--- config.mk ---
export PLATFORM = sky130hd
export DESIGN_NAME = rv_decode_top
export DESIGN_NICKNAME = d
export VERILOG_FILES = /design/src/rv_decode_pkg.sv /design/src/decoded_op_if.sv /design/src/rv_imm_gen.sv /design/src/rv_op_decoder.sv /design/src/rv_decode_buf.sv /design/src/rv_decode_top.sv
export SDC_FILE = /design/constraint.sdc
export NUM_CORES = 1
export LEC_CHECK = 0
export ABC_CLOCK_PERIOD_IN_PS = 8200
export BUFFER_PORTS_ARGS = -buffer_cell sky130_fd_sc_hd__buf_2
export CORE_UTILIZATION = 30
export CTS_BUF_LIST = sky130_fd_sc_hd__clkbuf_2 sky130_fd_sc_hd__clkbuf_4 sky130_fd_sc_hd__clkbuf_8
export CTS_CLUSTER_DIAMETER = 40
export DETAILED_ROUTE_END_ITERATION = 10
export GPL_TIMING_DRIVEN = 0
export HOLD_SLACK_MARGIN = 0.06
export SYNTH_ARGS = -nofsm -noshare
export SYNTH_HDL_FRONTEND = slang
export SYNTH_SLANG_ARGS = --single-unit
export TNS_END_PERCENT = 1
--- constraint.sdc ---
create_clock -name clk -period 8.2 [get_ports clk]
set_input_delay 1.64 -clock clk [delete_from_list [all_inputs] [get_ports clk]]
set_output_delay 1.64 -clock clk [all_outputs]
set_load 0.03 [all_outputs]
--- src/rv_decode_pkg.sv ---
/*
 * RISC-V decode package
 * Field widths, major opcodes, execution classes, per-unit operation codes
 * and immediate formats shared by the decode stage
 */
`default_nettype none

package rv_decode_pkg;

    localparam int ilen     = 32;
    localparam int reg_bits = 5;
    localparam int op_bits  = 4;

    typedef enum logic [6:0] {
        OPC_LOAD   = 7'b0000011,
        OPC_FENCE  = 7'b0001111,
        OPC_OP_IMM = 7'b0010011,
        OPC_AUIPC  = 7'b0010111,
        OPC_STORE  = 7'b0100011,
        OPC_OP     = 7'b0110011,
        OPC_LUI    = 7'b0110111,
        OPC_BRANCH = 7'b1100011,
        OPC_JALR   = 7'b1100111,
        OPC_JAL    = 7'b1101111,
        OPC_SYSTEM = 7'b1110011
    } opcode_e;

    // Execution class, NOP for anything not recognized
    typedef enum logic [2:0] {
        EX_NOP,
        EX_ALU,
        EX_BR,
        EX_MUL,
        EX_LSU,
        EX_SFU
    } ex_type_e;

    typedef enum logic [op_bits-1:0] {
        ALU_ADD, ALU_SUB, ALU_SLL, ALU_SLT,
        ALU_SLTU, ALU_XOR, ALU_SRL, ALU_SRA,
        ALU_OR, ALU_AND, ALU_LUI, ALU_AUIPC
    } alu_op_e;

    typedef enum logic [op_bits-1:0] {
        BR_EQ, BR_NE, BR_LT, BR_GE,
        BR_LTU, BR_GEU, BR_JAL, BR_JALR,
        BR_ECALL, BR_EBREAK, BR_MRET
    } br_op_e;

    // Same order as func3
    typedef enum logic [op_bits-1:0] {
        MUL_MUL, MUL_MULH, MUL_MULHSU, MUL_MULHU,
        MUL_DIV, MUL_DIVU, MUL_REM, MUL_REMU
    } mul_op_e;

    // Loads and stores use {is_store, func3}
    localparam logic [op_bits-1:0] lsu_op_fence = 4'd15;

    typedef enum logic [op_bits-1:0] {
        SFU_CSRRW = 4'd1,
        SFU_CSRRS = 4'd2,
        SFU_CSRRC = 4'd3
    } sfu_op_e;

    typedef enum logic [2:0] {
        IMM_I,
        IMM_I_SHAMT,
        IMM_S,
        IMM_B,
        IMM_U,
        IMM_J,
        IMM_CSR_Z, // rs1 field as unsigned value
        IMM_PC4    // Return address offset
    } imm_fmt_e;

endpackage

`default_nettype wire

--- src/decoded_op_if.sv ---
/*
 * Decoded instruction bundle
 * Carries one decoded word from the decoder to the output register
 */
`timescale 1ns/1ps
`default_nettype none

interface decoded_op_if;
    import rv_decode_pkg::*;

    ex_type_e              ex_type;
    logic [op_bits-1:0]    op_type;
    logic [ilen-1:0]       imm;
    logic                  use_imm;
    logic                  use_pc;
    logic                  wb;
    logic [reg_bits-1:0]   rd;
    logic [reg_bits-1:0]   rs1;
    logic [reg_bits-1:0]   rs2;

    modport decoder (
        output ex_type, op_type, imm, use_imm, use_pc, wb, rd, rs1, rs2
    );

    modport sink (
        input ex_type, op_type, imm, use_imm, use_pc, wb, rd, rs1, rs2
    );

endinterface

`default_nettype wire

--- src/rv_imm_gen.sv ---
/*
 * Immediate generator
 * Assembles the 32-bit operand immediate for the selected instruction format
 */
`timescale 1ns/1ps
`default_nettype none

module rv_imm_gen (
    input  wire [rv_decode_pkg::ilen-1:0] instr,
    input  wire rv_decode_pkg::imm_fmt_e  fmt,
    output logic [rv_decode_pkg::ilen-1:0] imm
);
    import rv_decode_pkg::*;

    logic sign;

    assign sign = instr[31];

    always_comb begin
        case (fmt)
            IMM_I:       imm = {{(ilen-12){sign}}, instr[31:20]};
            IMM_I_SHAMT: imm = {{(ilen-5){1'b0}}, instr[24:20]};
            IMM_S:       imm = {{(ilen-12){sign}}, instr[31:25], instr[11:7]};
            IMM_B: begin
                imm = {{(ilen-13){sign}}, instr[31], instr[7], instr[30:25],
                       instr[11:8], 1'b0};
            end
            IMM_U:       imm = {instr[31:12], 12'b0};
            IMM_J: begin
                // 21-bit jump offset, bit 0 always zero
                imm = {{(ilen-21){sign}}, instr[31], instr[19:12], instr[20],
                       instr[30:21], 1'b0};
            end
            IMM_CSR_Z:   imm = {{(ilen-5){1'b0}}, instr[19:15]};
            IMM_PC4:     imm = ilen'(4);
            default:     imm = '0;
        endcase
    end

endmodule

`default_nettype wire

--- src/rv_op_decoder.sv ---
/*
 * RV32IM instruction decoder
 * Maps opcode and function fields to execution class, operation,
 * immediate, register use and the warp-stall flag
 */
`timescale 1ns/1ps
`default_nettype none

module rv_op_decoder (
    input  wire [rv_decode_pkg::ilen-1:0] instr,
    decoded_op_if.decoder                 op,
    output logic                          wstall
);
    import rv_decode_pkg::*;

    opcode_e               opcode;
    logic [2:0]            func3;
    logic [6:0]            func7;
    logic [reg_bits-1:0]   rd, rs1, rs2;
    logic [11:0]           imm12;

    alu_op_e               alu_sel;
    br_op_e                br_sel;
    br_op_e                ret_sel;
    mul_op_e               mul_sel;
    sfu_op_e               sfu_sel;
    logic                  br_ok;
    logic                  ret_ok;

    ex_type_e              ex_type;
    logic [op_bits-1:0]    op_type;
    imm_fmt_e              fmt;
    logic                  use_imm, use_pc, use_rd;
    logic [reg_bits-1:0]   rd_r, rs1_r, rs2_r;
    logic [ilen-1:0]       imm;

    assign opcode = opcode_e'(instr[6:0]);
    assign func3  = instr[14:12];
    assign func7  = instr[31:25];
    assign rd     = instr[11:7];
    assign rs1    = instr[19:15];
    assign rs2    = instr[24:20];
    assign imm12  = instr[31:20];

    assign mul_sel = mul_op_e'({1'b0, func3});
    assign sfu_sel = sfu_op_e'({2'b00, func3[1:0]});
    assign br_ok   = (func3[2:1] != 2'b01); // func3 2 and 3 are reserved

    always_comb begin
        case (func3)
            3'd0:    alu_sel = (opcode == OPC_OP && func7[5]) ? ALU_SUB : ALU_ADD;
            3'd1:    alu_sel = ALU_SLL;
            3'd2:    alu_sel = ALU_SLT;
            3'd3:    alu_sel = ALU_SLTU;
            3'd4:    alu_sel = ALU_XOR;
            3'd5:    alu_sel = func7[5] ? ALU_SRA : ALU_SRL;
            3'd6:    alu_sel = ALU_OR;
            default: alu_sel = ALU_AND;
        endcase
    end

    always_comb begin
        case (func3)
            3'd1:    br_sel = BR_NE;
            3'd4:    br_sel = BR_LT;
            3'd5:    br_sel = BR_GE;
            3'd6:    br_sel = BR_LTU;
            3'd7:    br_sel = BR_GEU;
            default: br_sel = BR_EQ;
        endcase
    end

    // System returns, keyed on the funct12 field
    always_comb begin
        ret_ok = 1'b1;
        case (imm12)
            12'h000: ret_sel = BR_ECALL;
            12'h001: ret_sel = BR_EBREAK;
            12'h302: ret_sel = BR_MRET;
            default: begin
                ret_sel = BR_ECALL;
                ret_ok  = 1'b0;
            end
        endcase
    end

    always_comb begin
        ex_type = EX_NOP;
        op_type = '0;
        fmt     = IMM_I;
        use_imm = 1'b0;
        use_pc  = 1'b0;
        use_rd  = 1'b0;
        rd_r    = '0;
        rs1_r   = '0;
        rs2_r   = '0;
        wstall  = 1'b0;

        case (opcode)
            OPC_OP_IMM: begin
                ex_type = EX_ALU;
                op_type = alu_sel;
                fmt     = (func3[1:0] == 2'b01) ? IMM_I_SHAMT : IMM_I;
                use_imm = 1'b1;
                use_rd  = 1'b1;
                rd_r    = rd;
                rs1_r   = rs1;
            end
            OPC_OP: begin
                ex_type = (func7 == 7'b0000001) ? EX_MUL : EX_ALU;
                op_type = (func7 == 7'b0000001) ? mul_sel : alu_sel;
                use_rd  = 1'b1;
                rd_r    = rd;
                rs1_r   = rs1;
                rs2_r   = rs2;
            end
            OPC_LUI, OPC_AUIPC: begin
                ex_type = EX_ALU;
                op_type = opcode[5] ? ALU_LUI : ALU_AUIPC;
                fmt     = IMM_U;
                use_imm = 1'b1;
                use_pc  = ~opcode[5];
                use_rd  = 1'b1;
                rd_r    = rd;
            end
            OPC_JAL: begin
                ex_type = EX_BR;
                op_type = BR_JAL;
                fmt     = IMM_J;
                use_imm = 1'b1;
                use_pc  = 1'b1;
                use_rd  = 1'b1;
                rd_r    = rd;
                wstall  = 1'b1;
            end
            OPC_JALR: begin
                ex_type = EX_BR;
                op_type = BR_JALR;
                use_imm = 1'b1;
                use_rd  = 1'b1;
                rd_r    = rd;
                rs1_r   = rs1;
                wstall  = 1'b1;
            end
            OPC_BRANCH: begin
                if (br_ok) begin
                    ex_type = EX_BR;
                    op_type = br_sel;
                    fmt     = IMM_B;
                    use_imm = 1'b1;
                    use_pc  = 1'b1;
                    rs1_r   = rs1;
                    rs2_r   = rs2;
                    wstall  = 1'b1;
                end
            end
            OPC_LOAD, OPC_STORE: begin
                ex_type = EX_LSU;
                op_type = {opcode[5], func3}; // Store bit on top
                fmt     = opcode[5] ? IMM_S : IMM_I;
                use_imm = 1'b1;
                use_rd  = ~opcode[5];
                rd_r    = opcode[5] ? '0 : rd;
                rs1_r   = rs1;
                rs2_r   = opcode[5] ? rs2 : '0;
            end
            OPC_FENCE: begin
                ex_type = EX_LSU;
                op_type = lsu_op_fence;
            end
            OPC_SYSTEM: begin
                if (func3[1:0] != 2'b00) begin
                    // CSR access, register form keeps the address in imm
                    ex_type = EX_SFU;
                    op_type = sfu_sel;
                    fmt     = func3[2] ? IMM_CSR_Z : IMM_I;
                    use_imm = func3[2];
                    use_rd  = 1'b1;
                    rd_r    = rd;
                    rs1_r   = func3[2] ? '0 : rs1;
                    wstall  = (imm12 <= 12'h003);
                end else if (func3 == 3'd0 && ret_ok) begin
                    ex_type = EX_BR;
                    op_type = ret_sel;
                    fmt     = IMM_PC4;
                    use_imm = 1'b1;
                    use_pc  = 1'b1;
                    use_rd  = 1'b1;
                    rd_r    = rd;
                    wstall  = 1'b1;
                end
            end
            default: ;
        endcase
    end

    rv_imm_gen i_imm_gen (
        .instr (instr),
        .fmt   (fmt),
        .imm   (imm)
    );

    assign op.ex_type = ex_type;
    assign op.op_type = op_type;
    assign op.imm     = imm;
    assign op.use_imm = use_imm;
    assign op.use_pc  = use_pc;
    assign op.wb      = use_rd && (rd_r != '0); // x0 is never written
    assign op.rd      = rd_r;
    assign op.rs1     = rs1_r;
    assign op.rs2     = rs2_r;

endmodule

`default_nettype wire

--- src/rv_decode_buf.sv ---
/*
 * Decode output register
 * Single-entry valid/ready stage holding warp id, PC and decoded fields
 */
`timescale 1ns/1ps
`default_nettype none

module rv_decode_buf #(
    parameter int num_warps = 4,
    localparam int wid_bits = (num_warps > 1) ? $clog2(num_warps) : 1
) (
    input  wire                                   clk,
    input  wire                                   rst_n,
    input  wire                                   in_valid,
    output logic                                  in_ready,
    input  wire [wid_bits-1:0]                    in_wid,
    input  wire [rv_decode_pkg::ilen-1:0]         in_pc,
    decoded_op_if.sink                            op,
    output logic                                  out_valid,
    input  wire                                   out_ready,
    output logic [wid_bits-1:0]                   wid,
    output logic [rv_decode_pkg::ilen-1:0]        pc,
    output rv_decode_pkg::ex_type_e               ex_type,
    output logic [rv_decode_pkg::op_bits-1:0]     op_type,
    output logic [rv_decode_pkg::ilen-1:0]        imm,
    output logic                                  use_imm,
    output logic                                  use_pc,
    output logic                                  wb,
    output logic [rv_decode_pkg::reg_bits-1:0]    rd,
    output logic [rv_decode_pkg::reg_bits-1:0]    rs1,
    output logic [rv_decode_pkg::reg_bits-1:0]    rs2
);

    logic load;

    assign in_ready = ~out_valid || out_ready; // Empty or draining this cycle
    assign load     = in_valid && in_ready;

    always_ff @(posedge clk) begin
        if (!rst_n) begin
            out_valid <= 1'b0;
        end else if (load) begin
            out_valid <= 1'b1;
        end else if (out_ready) begin
            out_valid <= 1'b0;
        end
    end

    always_ff @(posedge clk) begin
        if (load) begin
            wid     <= in_wid;
            pc      <= in_pc;
            ex_type <= op.ex_type;
            op_type <= op.op_type;
            imm     <= op.imm;
            use_imm <= op.use_imm;
            use_pc  <= op.use_pc;
            wb      <= op.wb;
            rd      <= op.rd;
            rs1     <= op.rs1;
            rs2     <= op.rs2;
        end
    end

endmodule

`default_nettype wire

--- src/rv_decode_top.sv ---
/*
 * Instruction decode stage
 * Decodes fetched words into a registered output and notifies the
 * warp scheduler when an accepted word must stall its warp
 */
`timescale 1ns/1ps
`default_nettype none

module rv_decode_top #(
    parameter int num_warps = 4,
    localparam int wid_bits = (num_warps > 1) ? $clog2(num_warps) : 1
) (
    input  wire                                   clk,
    input  wire                                   rst_n,

    input  wire                                   fetch_valid,
    output logic                                  fetch_ready,
    input  wire [wid_bits-1:0]                    fetch_wid,
    input  wire [rv_decode_pkg::ilen-1:0]         fetch_pc,
    input  wire [rv_decode_pkg::ilen-1:0]         fetch_instr,

    output logic                                  dec_valid,
    input  wire                                   dec_ready,
    output logic [wid_bits-1:0]                   dec_wid,
    output logic [rv_decode_pkg::ilen-1:0]        dec_pc,
    output rv_decode_pkg::ex_type_e               dec_ex_type,
    output logic [rv_decode_pkg::op_bits-1:0]     dec_op_type,
    output logic [rv_decode_pkg::ilen-1:0]        dec_imm,
    output logic                                  dec_use_imm,
    output logic                                  dec_use_pc,
    output logic                                  dec_wb,
    output logic [rv_decode_pkg::reg_bits-1:0]    dec_rd,
    output logic [rv_decode_pkg::reg_bits-1:0]    dec_rs1,
    output logic [rv_decode_pkg::reg_bits-1:0]    dec_rs2,

    output logic                                  sched_valid,
    output logic [wid_bits-1:0]                   sched_wid,
    output logic                                  sched_wstall
);

    decoded_op_if dec_op ();

    logic wstall;

    rv_op_decoder i_decoder (
        .instr  (fetch_instr),
        .op     (dec_op.decoder),
        .wstall (wstall)
    );

    rv_decode_buf #(
        .num_warps (num_warps)
    ) i_buf (
        .clk       (clk),
        .rst_n     (rst_n),
        .in_valid  (fetch_valid),
        .in_ready  (fetch_ready),
        .in_wid    (fetch_wid),
        .in_pc     (fetch_pc),
        .op        (dec_op.sink),
        .out_valid (dec_valid),
        .out_ready (dec_ready),
        .wid       (dec_wid),
        .pc        (dec_pc),
        .ex_type   (dec_ex_type),
        .op_type   (dec_op_type),
        .imm       (dec_imm),
        .use_imm   (dec_use_imm),
        .use_pc    (dec_use_pc),
        .wb        (dec_wb),
        .rd        (dec_rd),
        .rs1       (dec_rs1),
        .rs2       (dec_rs2)
    );

    // Scheduler sees the word in its accept cycle
    assign sched_valid  = fetch_valid && fetch_ready;
    assign sched_wid    = fetch_wid;
    assign sched_wstall = wstall;

endmodule

`default_nettype wire

==> impl_results.md, run 1 <==
* Worst slew pin tran at slightly above 0.9 ns
* Relative slew slack at 0.376
* WS Path Type: primary input to output port
* Number of synthesized flops with an enable pin at 91
* Setup bufs post-CTS at 0
* Unrepaired setup endpoints after global routing: no
* Starting density of the core at 0.311
* Gpl congestion at 0.880
* Yosys cell types at 59
* CP startpoint: fetch_instr[25]
* Max Freq at 0.208 GHz
* Most numerous cell in the Yosys netlist: edfxtp_1
* Main area contributors after synthesis: edfxtp_1 65%, a21oi_1 2.5%, nand2_1 2.3%
* Routed WL at about 12000 um
* Vias per cell at approximately 5
* TritonCTS clock tree: built
* Remaining Overflow, GRT at 0
* Clock transition at path regs at 0.09 ns
* Largest fanout on the critical path at 6
* Final number of hold-violating endpoints at 0
* Root buffer cell: clkbuf_8
* First-pass GRT wire length at 18900 um
* WL/cell at 18.0 um
* Die footprint at 0.0144 mm^2
* Req. time, crit path at 6.56 ns
* Max-slew violation count at 0
* Minimum clock period at 4.80 ns
* I/O Pins at 167
* Syn avg cell area at 12.9 um^2
* Clk sinks at a little over 90
* CTS resizes at 0
* Crit path capture type: output port
* Area share of the largest cell type after synthesis at 0.652
* Main synth FF type: edfxtp_1
* # fillers at 1325
* Synth Warn # at 0
* Initial antenna violation count at 0
* Pre-Repair DR Iteration Count at 5
* Largest net degree at the start of global routing at 71
* Layout cells sized above 1 at 0.414
* Clock Path Buffers at 2
* Chip width at between 100 and 150 um
* Total CTS buffers at 9
* Final ANT Viol Nets at 0
* Worst-Skew Late Latency at 0.35 ns
* Layout Nets at 572
* Area delta synth->final at 30.9%
* Max_cap viols at 0
* Final Cycle Share at 0.586
* HP Start: i_buf.out_valid
* Hold Slack at 0.545 ns
* CP Data Arrival Time at 3.16 ns
* Top cell type by total area after synthesis: edfxtp_1
* Seq/Total Area, Yosys at 0.657
* Post-synth net total at between 300 and 400
* Final setup viols at 0
* Leakage power at 0.00226 uW
* Buffers on Ports at around 170
* Hold_buf cts at 0
* Most frequent cells after synthesis: 91 x edfxtp_1, 26 x nand2_1, 25 x nor2_1, 21 x a21oi_1, 13 x nor2b_1
* Skew final at 0.00708 ns
* Synth Register Bits at 92
* Vias in the first global route at between 3000 and 4000
* H-Tree Depth at 3
* # rows at 42
* DRC violations left at 0
* Reg-to-reg startpoint: i_buf.out_valid
* Cells after synthesis at 324
* Post-Syn Area at 0.00419 mm^2
* Total number of vias at 3422
* GRT Total Usage at 0.174
* Core area at 0.0135 mm^2
* DPL Wire Length at 9520 um
* Peak VDD IR at about 0.066 mV
* CP Launch Type: primary input
* PwrDens at 191 mW/mm^2
* Async set-reset flop share out of synthesis at 0
* # diodes at 0
* Status: completed
* Worst min-delay path class: flip-flop to flip-flop
* DIE HEIGHT at approximately 120 um
* Initial drt markers at 329
* Setup TNS Final at 0 ns
-- metrics by stage --
stage	setup slack [ns]	instance area [um^2]	power [uW]	utilization	cells
floorplan	2.23	4190	674	-	324
global placement	1.21	5240	742	0.390	666
detailed placement	3.41	5270	742	0.392	667
CTS	3.40	5490	1060	0.408	683
global route	3.28	5490	1090	0.408	683
finish	3.40	5490	1050	0.408	683
-- flip-flops by register name (all words and copies together) (netlist names) --
register	cells
i_buf.op_type	4
i_buf.out_valid	1
i_buf.pc	32
i_buf.rs2	5
i_buf.use_imm	1
i_buf.use_pc	1
i_buf.ex_type	3
i_buf.rs1	5
i_buf.rd	5
i_buf.imm	32
i_buf.wb	1
i_buf.wid	2
-- per-layer routing --
metal	wire length (um)	vias up	track usage
met2	5930	177	0.285
li1	-	1604	-
met4	210	0	0.0648
met1	5150	1627	0.220
met5	0	-	0
met3	1010	14	0.0439
-- area by class of cell --
type	instances	area, um^2	share of cell area
clock buffers	12	159	0.0290
flip-flops and latches	92	2750	0.502
clock inverters	4	55.1	0.0100
repair buffers	167	858	0.156
well taps	176	220	0.0401
inverters	5	18.8	0.00342
multi-input cells	210	1330	0.243
plain buffers	17	87.6	0.0160
-- worst max-delay path, cell delays in order --
cell and delay, ns:
buf_2 0.13, nor4_1 0.50, nand4_1 0.36, o21ai_0 0.30
buf_2 0.24
-- where the power goes --
part	internal [uW]	total, uW	switching [uW]
sequential	550	556	6.72
clock	163	320	157
combinational	50.9	174	123
total	764	1050	286
-- kinds of logic after synthesis --
logic type	Yosys count	share of synthesized area
and+or+nand+nor	124	0.174
DFF	92	0.657
AOI/OAI and AO/OA	85	0.142
buffers and inverters	22	0.0254
xor gates and xnor gates	1	0.00209
-- cells in the final DEF (no fill, tap or decap), drive strengths merged, types with 2 or more instances in the layout --
master   count
nor4         3
clkbuf      18
nor2b       13
a21oi       23
nor3         7
nand2       26
and4bb       3
o22ai        2
o21ai       12
inv          7
a211o        3
buf        178
a211oi       2
nand2b       3
or3b         2
or2          3
a21o        12
nand3b       2
a22o         5
nand4        2
nor2        25
o211ai       4
nor3b        4
o32a         2
edfxtp      91
a31oi        5
o2111ai      2
and3        10
a21boi       3
and2         6
nand4b       2
nand3        8
-- final timing paths --
check,to,slack (ns),depth (start not counted)
setup / recovery,sched_wstall,3.40,5
hold / removal,i_buf.out_valid,0.55,2
setup reg to reg,i_buf.imm[11],6.68,3
hold reg to reg,i_buf.out_valid,0.55,2
No activity file was read; power rests on OpenSTA's default activity.
==> run 2, diff against run 1 <==
ABC_AREA = 1   (was not set)
ABC_CLOCK_PERIOD_IN_PS = 4600   (was 8200)
clock period = 4.6 ns   (was 8.2 ns; I/O delays follow)
==> run 2 against run 1 <==
Compared with the run above: sequential power is 79% higher; synthesized cell count rose by 12%; setup slack worse by 2.0 ns.
==> impl_results.md, run 2 <==
* Post-Syn Area at 0.00411 mm^2 (was 0.00419 mm^2)
* Core area at 0.0133 mm^2 (was 0.0135 mm^2)
* CP Data Arrival Time at 2.32 ns (was 3.16 ns)
* Layout cells sized above 1 at 0.408 (was 0.414)
* Final Cycle Share at 0.705
* CP Launch Type: primary input (unchanged)
* Place WS at 1.38 ns (was 3.41 ns)
* Starting density of the core at 0.309 (was 0.311)
* Gpl congestion at 0.916 (was 0.880)
* TritonCTS clock tree: built (unchanged)
* I/O Pins at 167 (unchanged)
* Buffers on Ports at 165 (was 166)
* Clk sinks at 92 (unchanged)
* Compound-cell area share of the yosys netlist at 0.0474 (was 0.142)
* Setup bufs post-CTS at 0 (unchanged)
* Initial drt markers at 197 (was 329)
* Main combinational cell family by area after synthesis: simple AND/OR/NAND/NOR gates (unchanged)
* CP Cell Sequence: buf_2 -> nor2_1 -> nand2_1 -> nor2_2 -> nand3_1 -> nand3_2 -> o21ai_0 -> nand2_1 -> buf_2 (was buf_2 -> nor4_1 -> nand4_1 -> o21ai_0 -> buf_2)
* Dpl cells at 707 (was 667)
* Area share of the largest cell type after synthesis at 0.664 (was 0.652)
* Max_cap viols at 0 (unchanged)
* Setup TNS Final at 0 ns (unchanged)
* Simple logic cell fraction of the synthesized area at 0.222 (was 0.174)
* Cells after synthesis at 363 (was 324)
* Clock Path Buffers at 2 (unchanged)
* WL/cell at 15.6 um (was 18.0 um)
* Vias in the first global route at 3334 (was 3372)
* Largest fanout on the critical path at 3 (was 6)
* WS Path Type: primary input to output port (unchanged)
* Initial antenna violation count at 0 (unchanged)
* Share of power burned in registers at 0.522 (was 0.530)
* Synth Register Bits at 92 (unchanged)
* Layout Nets at 612 (was 572)
* Top cell type by total area after synthesis: edfxtp_1 (unchanged)
* Clock network power share at 0.325 (was 0.305)
* Peak VDD IR at 0.129 mV (was 0.0657 mV)
* Main area contributors after synthesis: edfxtp_1 66%, nand2_1 5.6%, nor2_1 4.5% (was edfxtp_1 65%, a21oi_1 2.5%, nand2_1 2.3%)
* Slowest stage delay, CP at 0.25 ns (was 0.50 ns)
* Relative slew slack at 0.661 (was 0.376)
* Syn avg cell area at 11.3 um^2 (was 12.9 um^2)
* Post-synthesis adder-cell area fraction at 0 (unchanged)
* Chip width at 119 um (was 120 um)
* Worst-Skew Late Latency at 0.36 ns (was 0.35 ns)
* Worst slew pin tran at 0.504 ns (was 0.930 ns)
* Area delta synth->final at 33.0% (was 30.9%)
* Number of synthesized flops with an enable pin at 91 (unchanged)
* Setup WS post-layout at 1.36 ns (was 3.40 ns)
* Req. time, crit path at 3.68 ns (was 6.56 ns)
* CTS resizes at 0 (unchanged)
* Remaining Overflow, GRT at 0 (unchanged)
* Commonest non-fill, non-tap cells in the layout: 165 x buf_2, 91 x edfxtp_1, 61 x nand2_1 (was 173 x buf_2, 91 x edfxtp_1, 26 x nand2_1)
* Minimum clock period at 3.24 ns
* Worst min-delay path class: flip-flop to flip-flop (unchanged)
* Xor/xnor cell area share of the yosys netlist at 0 (was 0.00209)
* Main synth FF type: edfxtp_1 (unchanged)
* First-pass GRT wire length at 17300 um (was 18900 um)
* Synth Warn # at 0 (unchanged)
* Max-slew violation count at 0 (unchanged)
* P_sw at 500 uW (was 286 uW)
* DPL Wire Length at 9090 um (was 9520 um)
* PwrDens at 347 mW/mm^2 (was 191 mW/mm^2)
* Final ANT Viol Nets at 0 (unchanged)
* Final setup viols at 0 (unchanged)
* Final number of hold-violating endpoints at 0 (unchanged)
* DIE HEIGHT at 119 um (was 120 um)
* H-Tree Depth at 3 (unchanged)
* Yosys cell types at 32 (was 59)
* Status: completed (unchanged)
* GRT Total Usage at 0.161 (was 0.174)
* Pre-Repair DR Iteration Count at 4 (was 5)
* Largest net degree at the start of global routing at 33 (was 71)
* Total number of vias at 3337 (was 3422)
* Hold Slack at 0.565 ns (was 0.545 ns)
* Leakage power at 0.00246 uW (was 0.00226 uW)
* Clock transition at path regs at 0.08 ns (was 0.09 ns)
* Hold_buf cts at 0 (unchanged)
* Non-filler cells in the finished layout at 723 (was 683)
* Die footprint at 0.0142 mm^2 (was 0.0144 mm^2)
* Async set-reset flop share out of synthesis at 0 (unchanged)
* Slowest CP cell: nor2_1 (was nor4_1)
* Commonest non-fill, non-tap cell in the layout: buf_2 (unchanged)
* Crit path capture type: output port (unchanged)
* Unrepaired setup endpoints after global routing: no (unchanged)
* # rows at 42 (unchanged)
* Total CTS buffers at 9 (unchanged)
* Multiplexer share of the synthesized area at 0 (unchanged)
* Most numerous cell in the Yosys netlist: edfxtp_1 (unchanged)
* Vias per cell at 4.62 (was 5.01)
* Int Power at 1400 uW (was 764 uW)
* Root buffer cell: clkbuf_8 (unchanged)
* DRC violations left at 0 (unchanged)
* # diodes at 0 (unchanged)
* Routed WL at 11300 um (was 12300 um)
* Top Registers: i_buf.imm: 32 flops, i_buf.pc: 32 flops (unchanged)
* Post-synth net total at 433 (was 394)
* Switching Share at 0.263 (was 0.273)
* Most frequent cells after synthesis: 91 x edfxtp_1, 61 x nand2_1, 49 x nor2_1, 44 x inv_1, 19 x nand3_1 (was 91 x edfxtp_1, 26 x nand2_1, 25 x nor2_1, 21 x a21oi_1, 13 x nor2b_1)
* Max Freq at 0.308 GHz
* Comb pwr share at 0.153 (was 0.166)
* Seq/Total Area, Yosys at 0.669 (was 0.657)
* Skew final at 0.0100 ns (was 0.00708 ns)
[run 2: logic make-up after synthesis]
kind of cell / after synthesis
AND/OR/NAND/NOR: 183
AO/OA/AOI/OAI: 30
flip-flops: 92
buffers and inverters: 58
[run 2: metrics by stage]
stage | cell area, um^2 | util | total power [uW]
after global placement | 5170 | 0.389 | 1300
after global routing | 5470 | 0.412 | 1980
after CTS | 5470 | 0.412 | 1920
after detailed placement | 5240 | 0.394 | 1310
final | 5470 | 0.412 | 1900
after floorplan | 4130 | - | 1190
[run 2: worst max-delay path: cells and delay by family]
family                 cells  cell delay [ns]
AND/OR/NAND/NOR            6             0.96
buffers and inverters      2             0.32
AO/OA/AOI/OAI              1             0.12
[run 2: per-layer routing]
| metal | vias to the layer above | wire length, um | GRT usage |
|---|---|---|---|
| met5 | - | 0 | 0 |
| met4 | 0 | 191 | 0.0506 |
| met3 | 17 | 751 | 0.0383 |
| met2 | 137 | 5620 | 0.282 |
| met1 | 1569 | 4690 | 0.193 |
| li1 | 1614 | - | - |
[run 2: path summary, 6_finish.rpt]
kind / start / to / slack [ns] / depth (start not counted)
worst max-delay path: fetch_instr[26] / sched_wstall / 1.36 / 9
worst min-delay path: i_buf.out_valid / i_buf.out_valid / 0.57 / 2
worst max register to register: i_buf.out_valid / i_buf.pc[20] / 3.07 / 3
worst min register to register: i_buf.out_valid / i_buf.out_valid / 0.57 / 2
[run 2: area by class of cell]
cell class | count | area (um^2)
Inverter | 49 | 188
Timing Repair Buffer | 168 | 893
Clock buffer | 11 | 151
Multi-Input combinational cell | 213 | 1120
Tap cell | 176 | 220
Sequential cell | 92 | 2750
Clock inverter | 5 | 82.6
Fill cell | 1280 | 7820
Buffer | 9 | 63.8
[run 2: power groups by stage]
stage / clock (uW) / combinational (uW) / sequential, uW
floorplan: 0 / 70.3 / 1120
global placement: 0 / 282 / 1010
detailed placement: 0 / 293 / 1010
CTS: 635 / 293 / 994
global route: 675 / 311 / 997
finish: 618 / 291 / 993
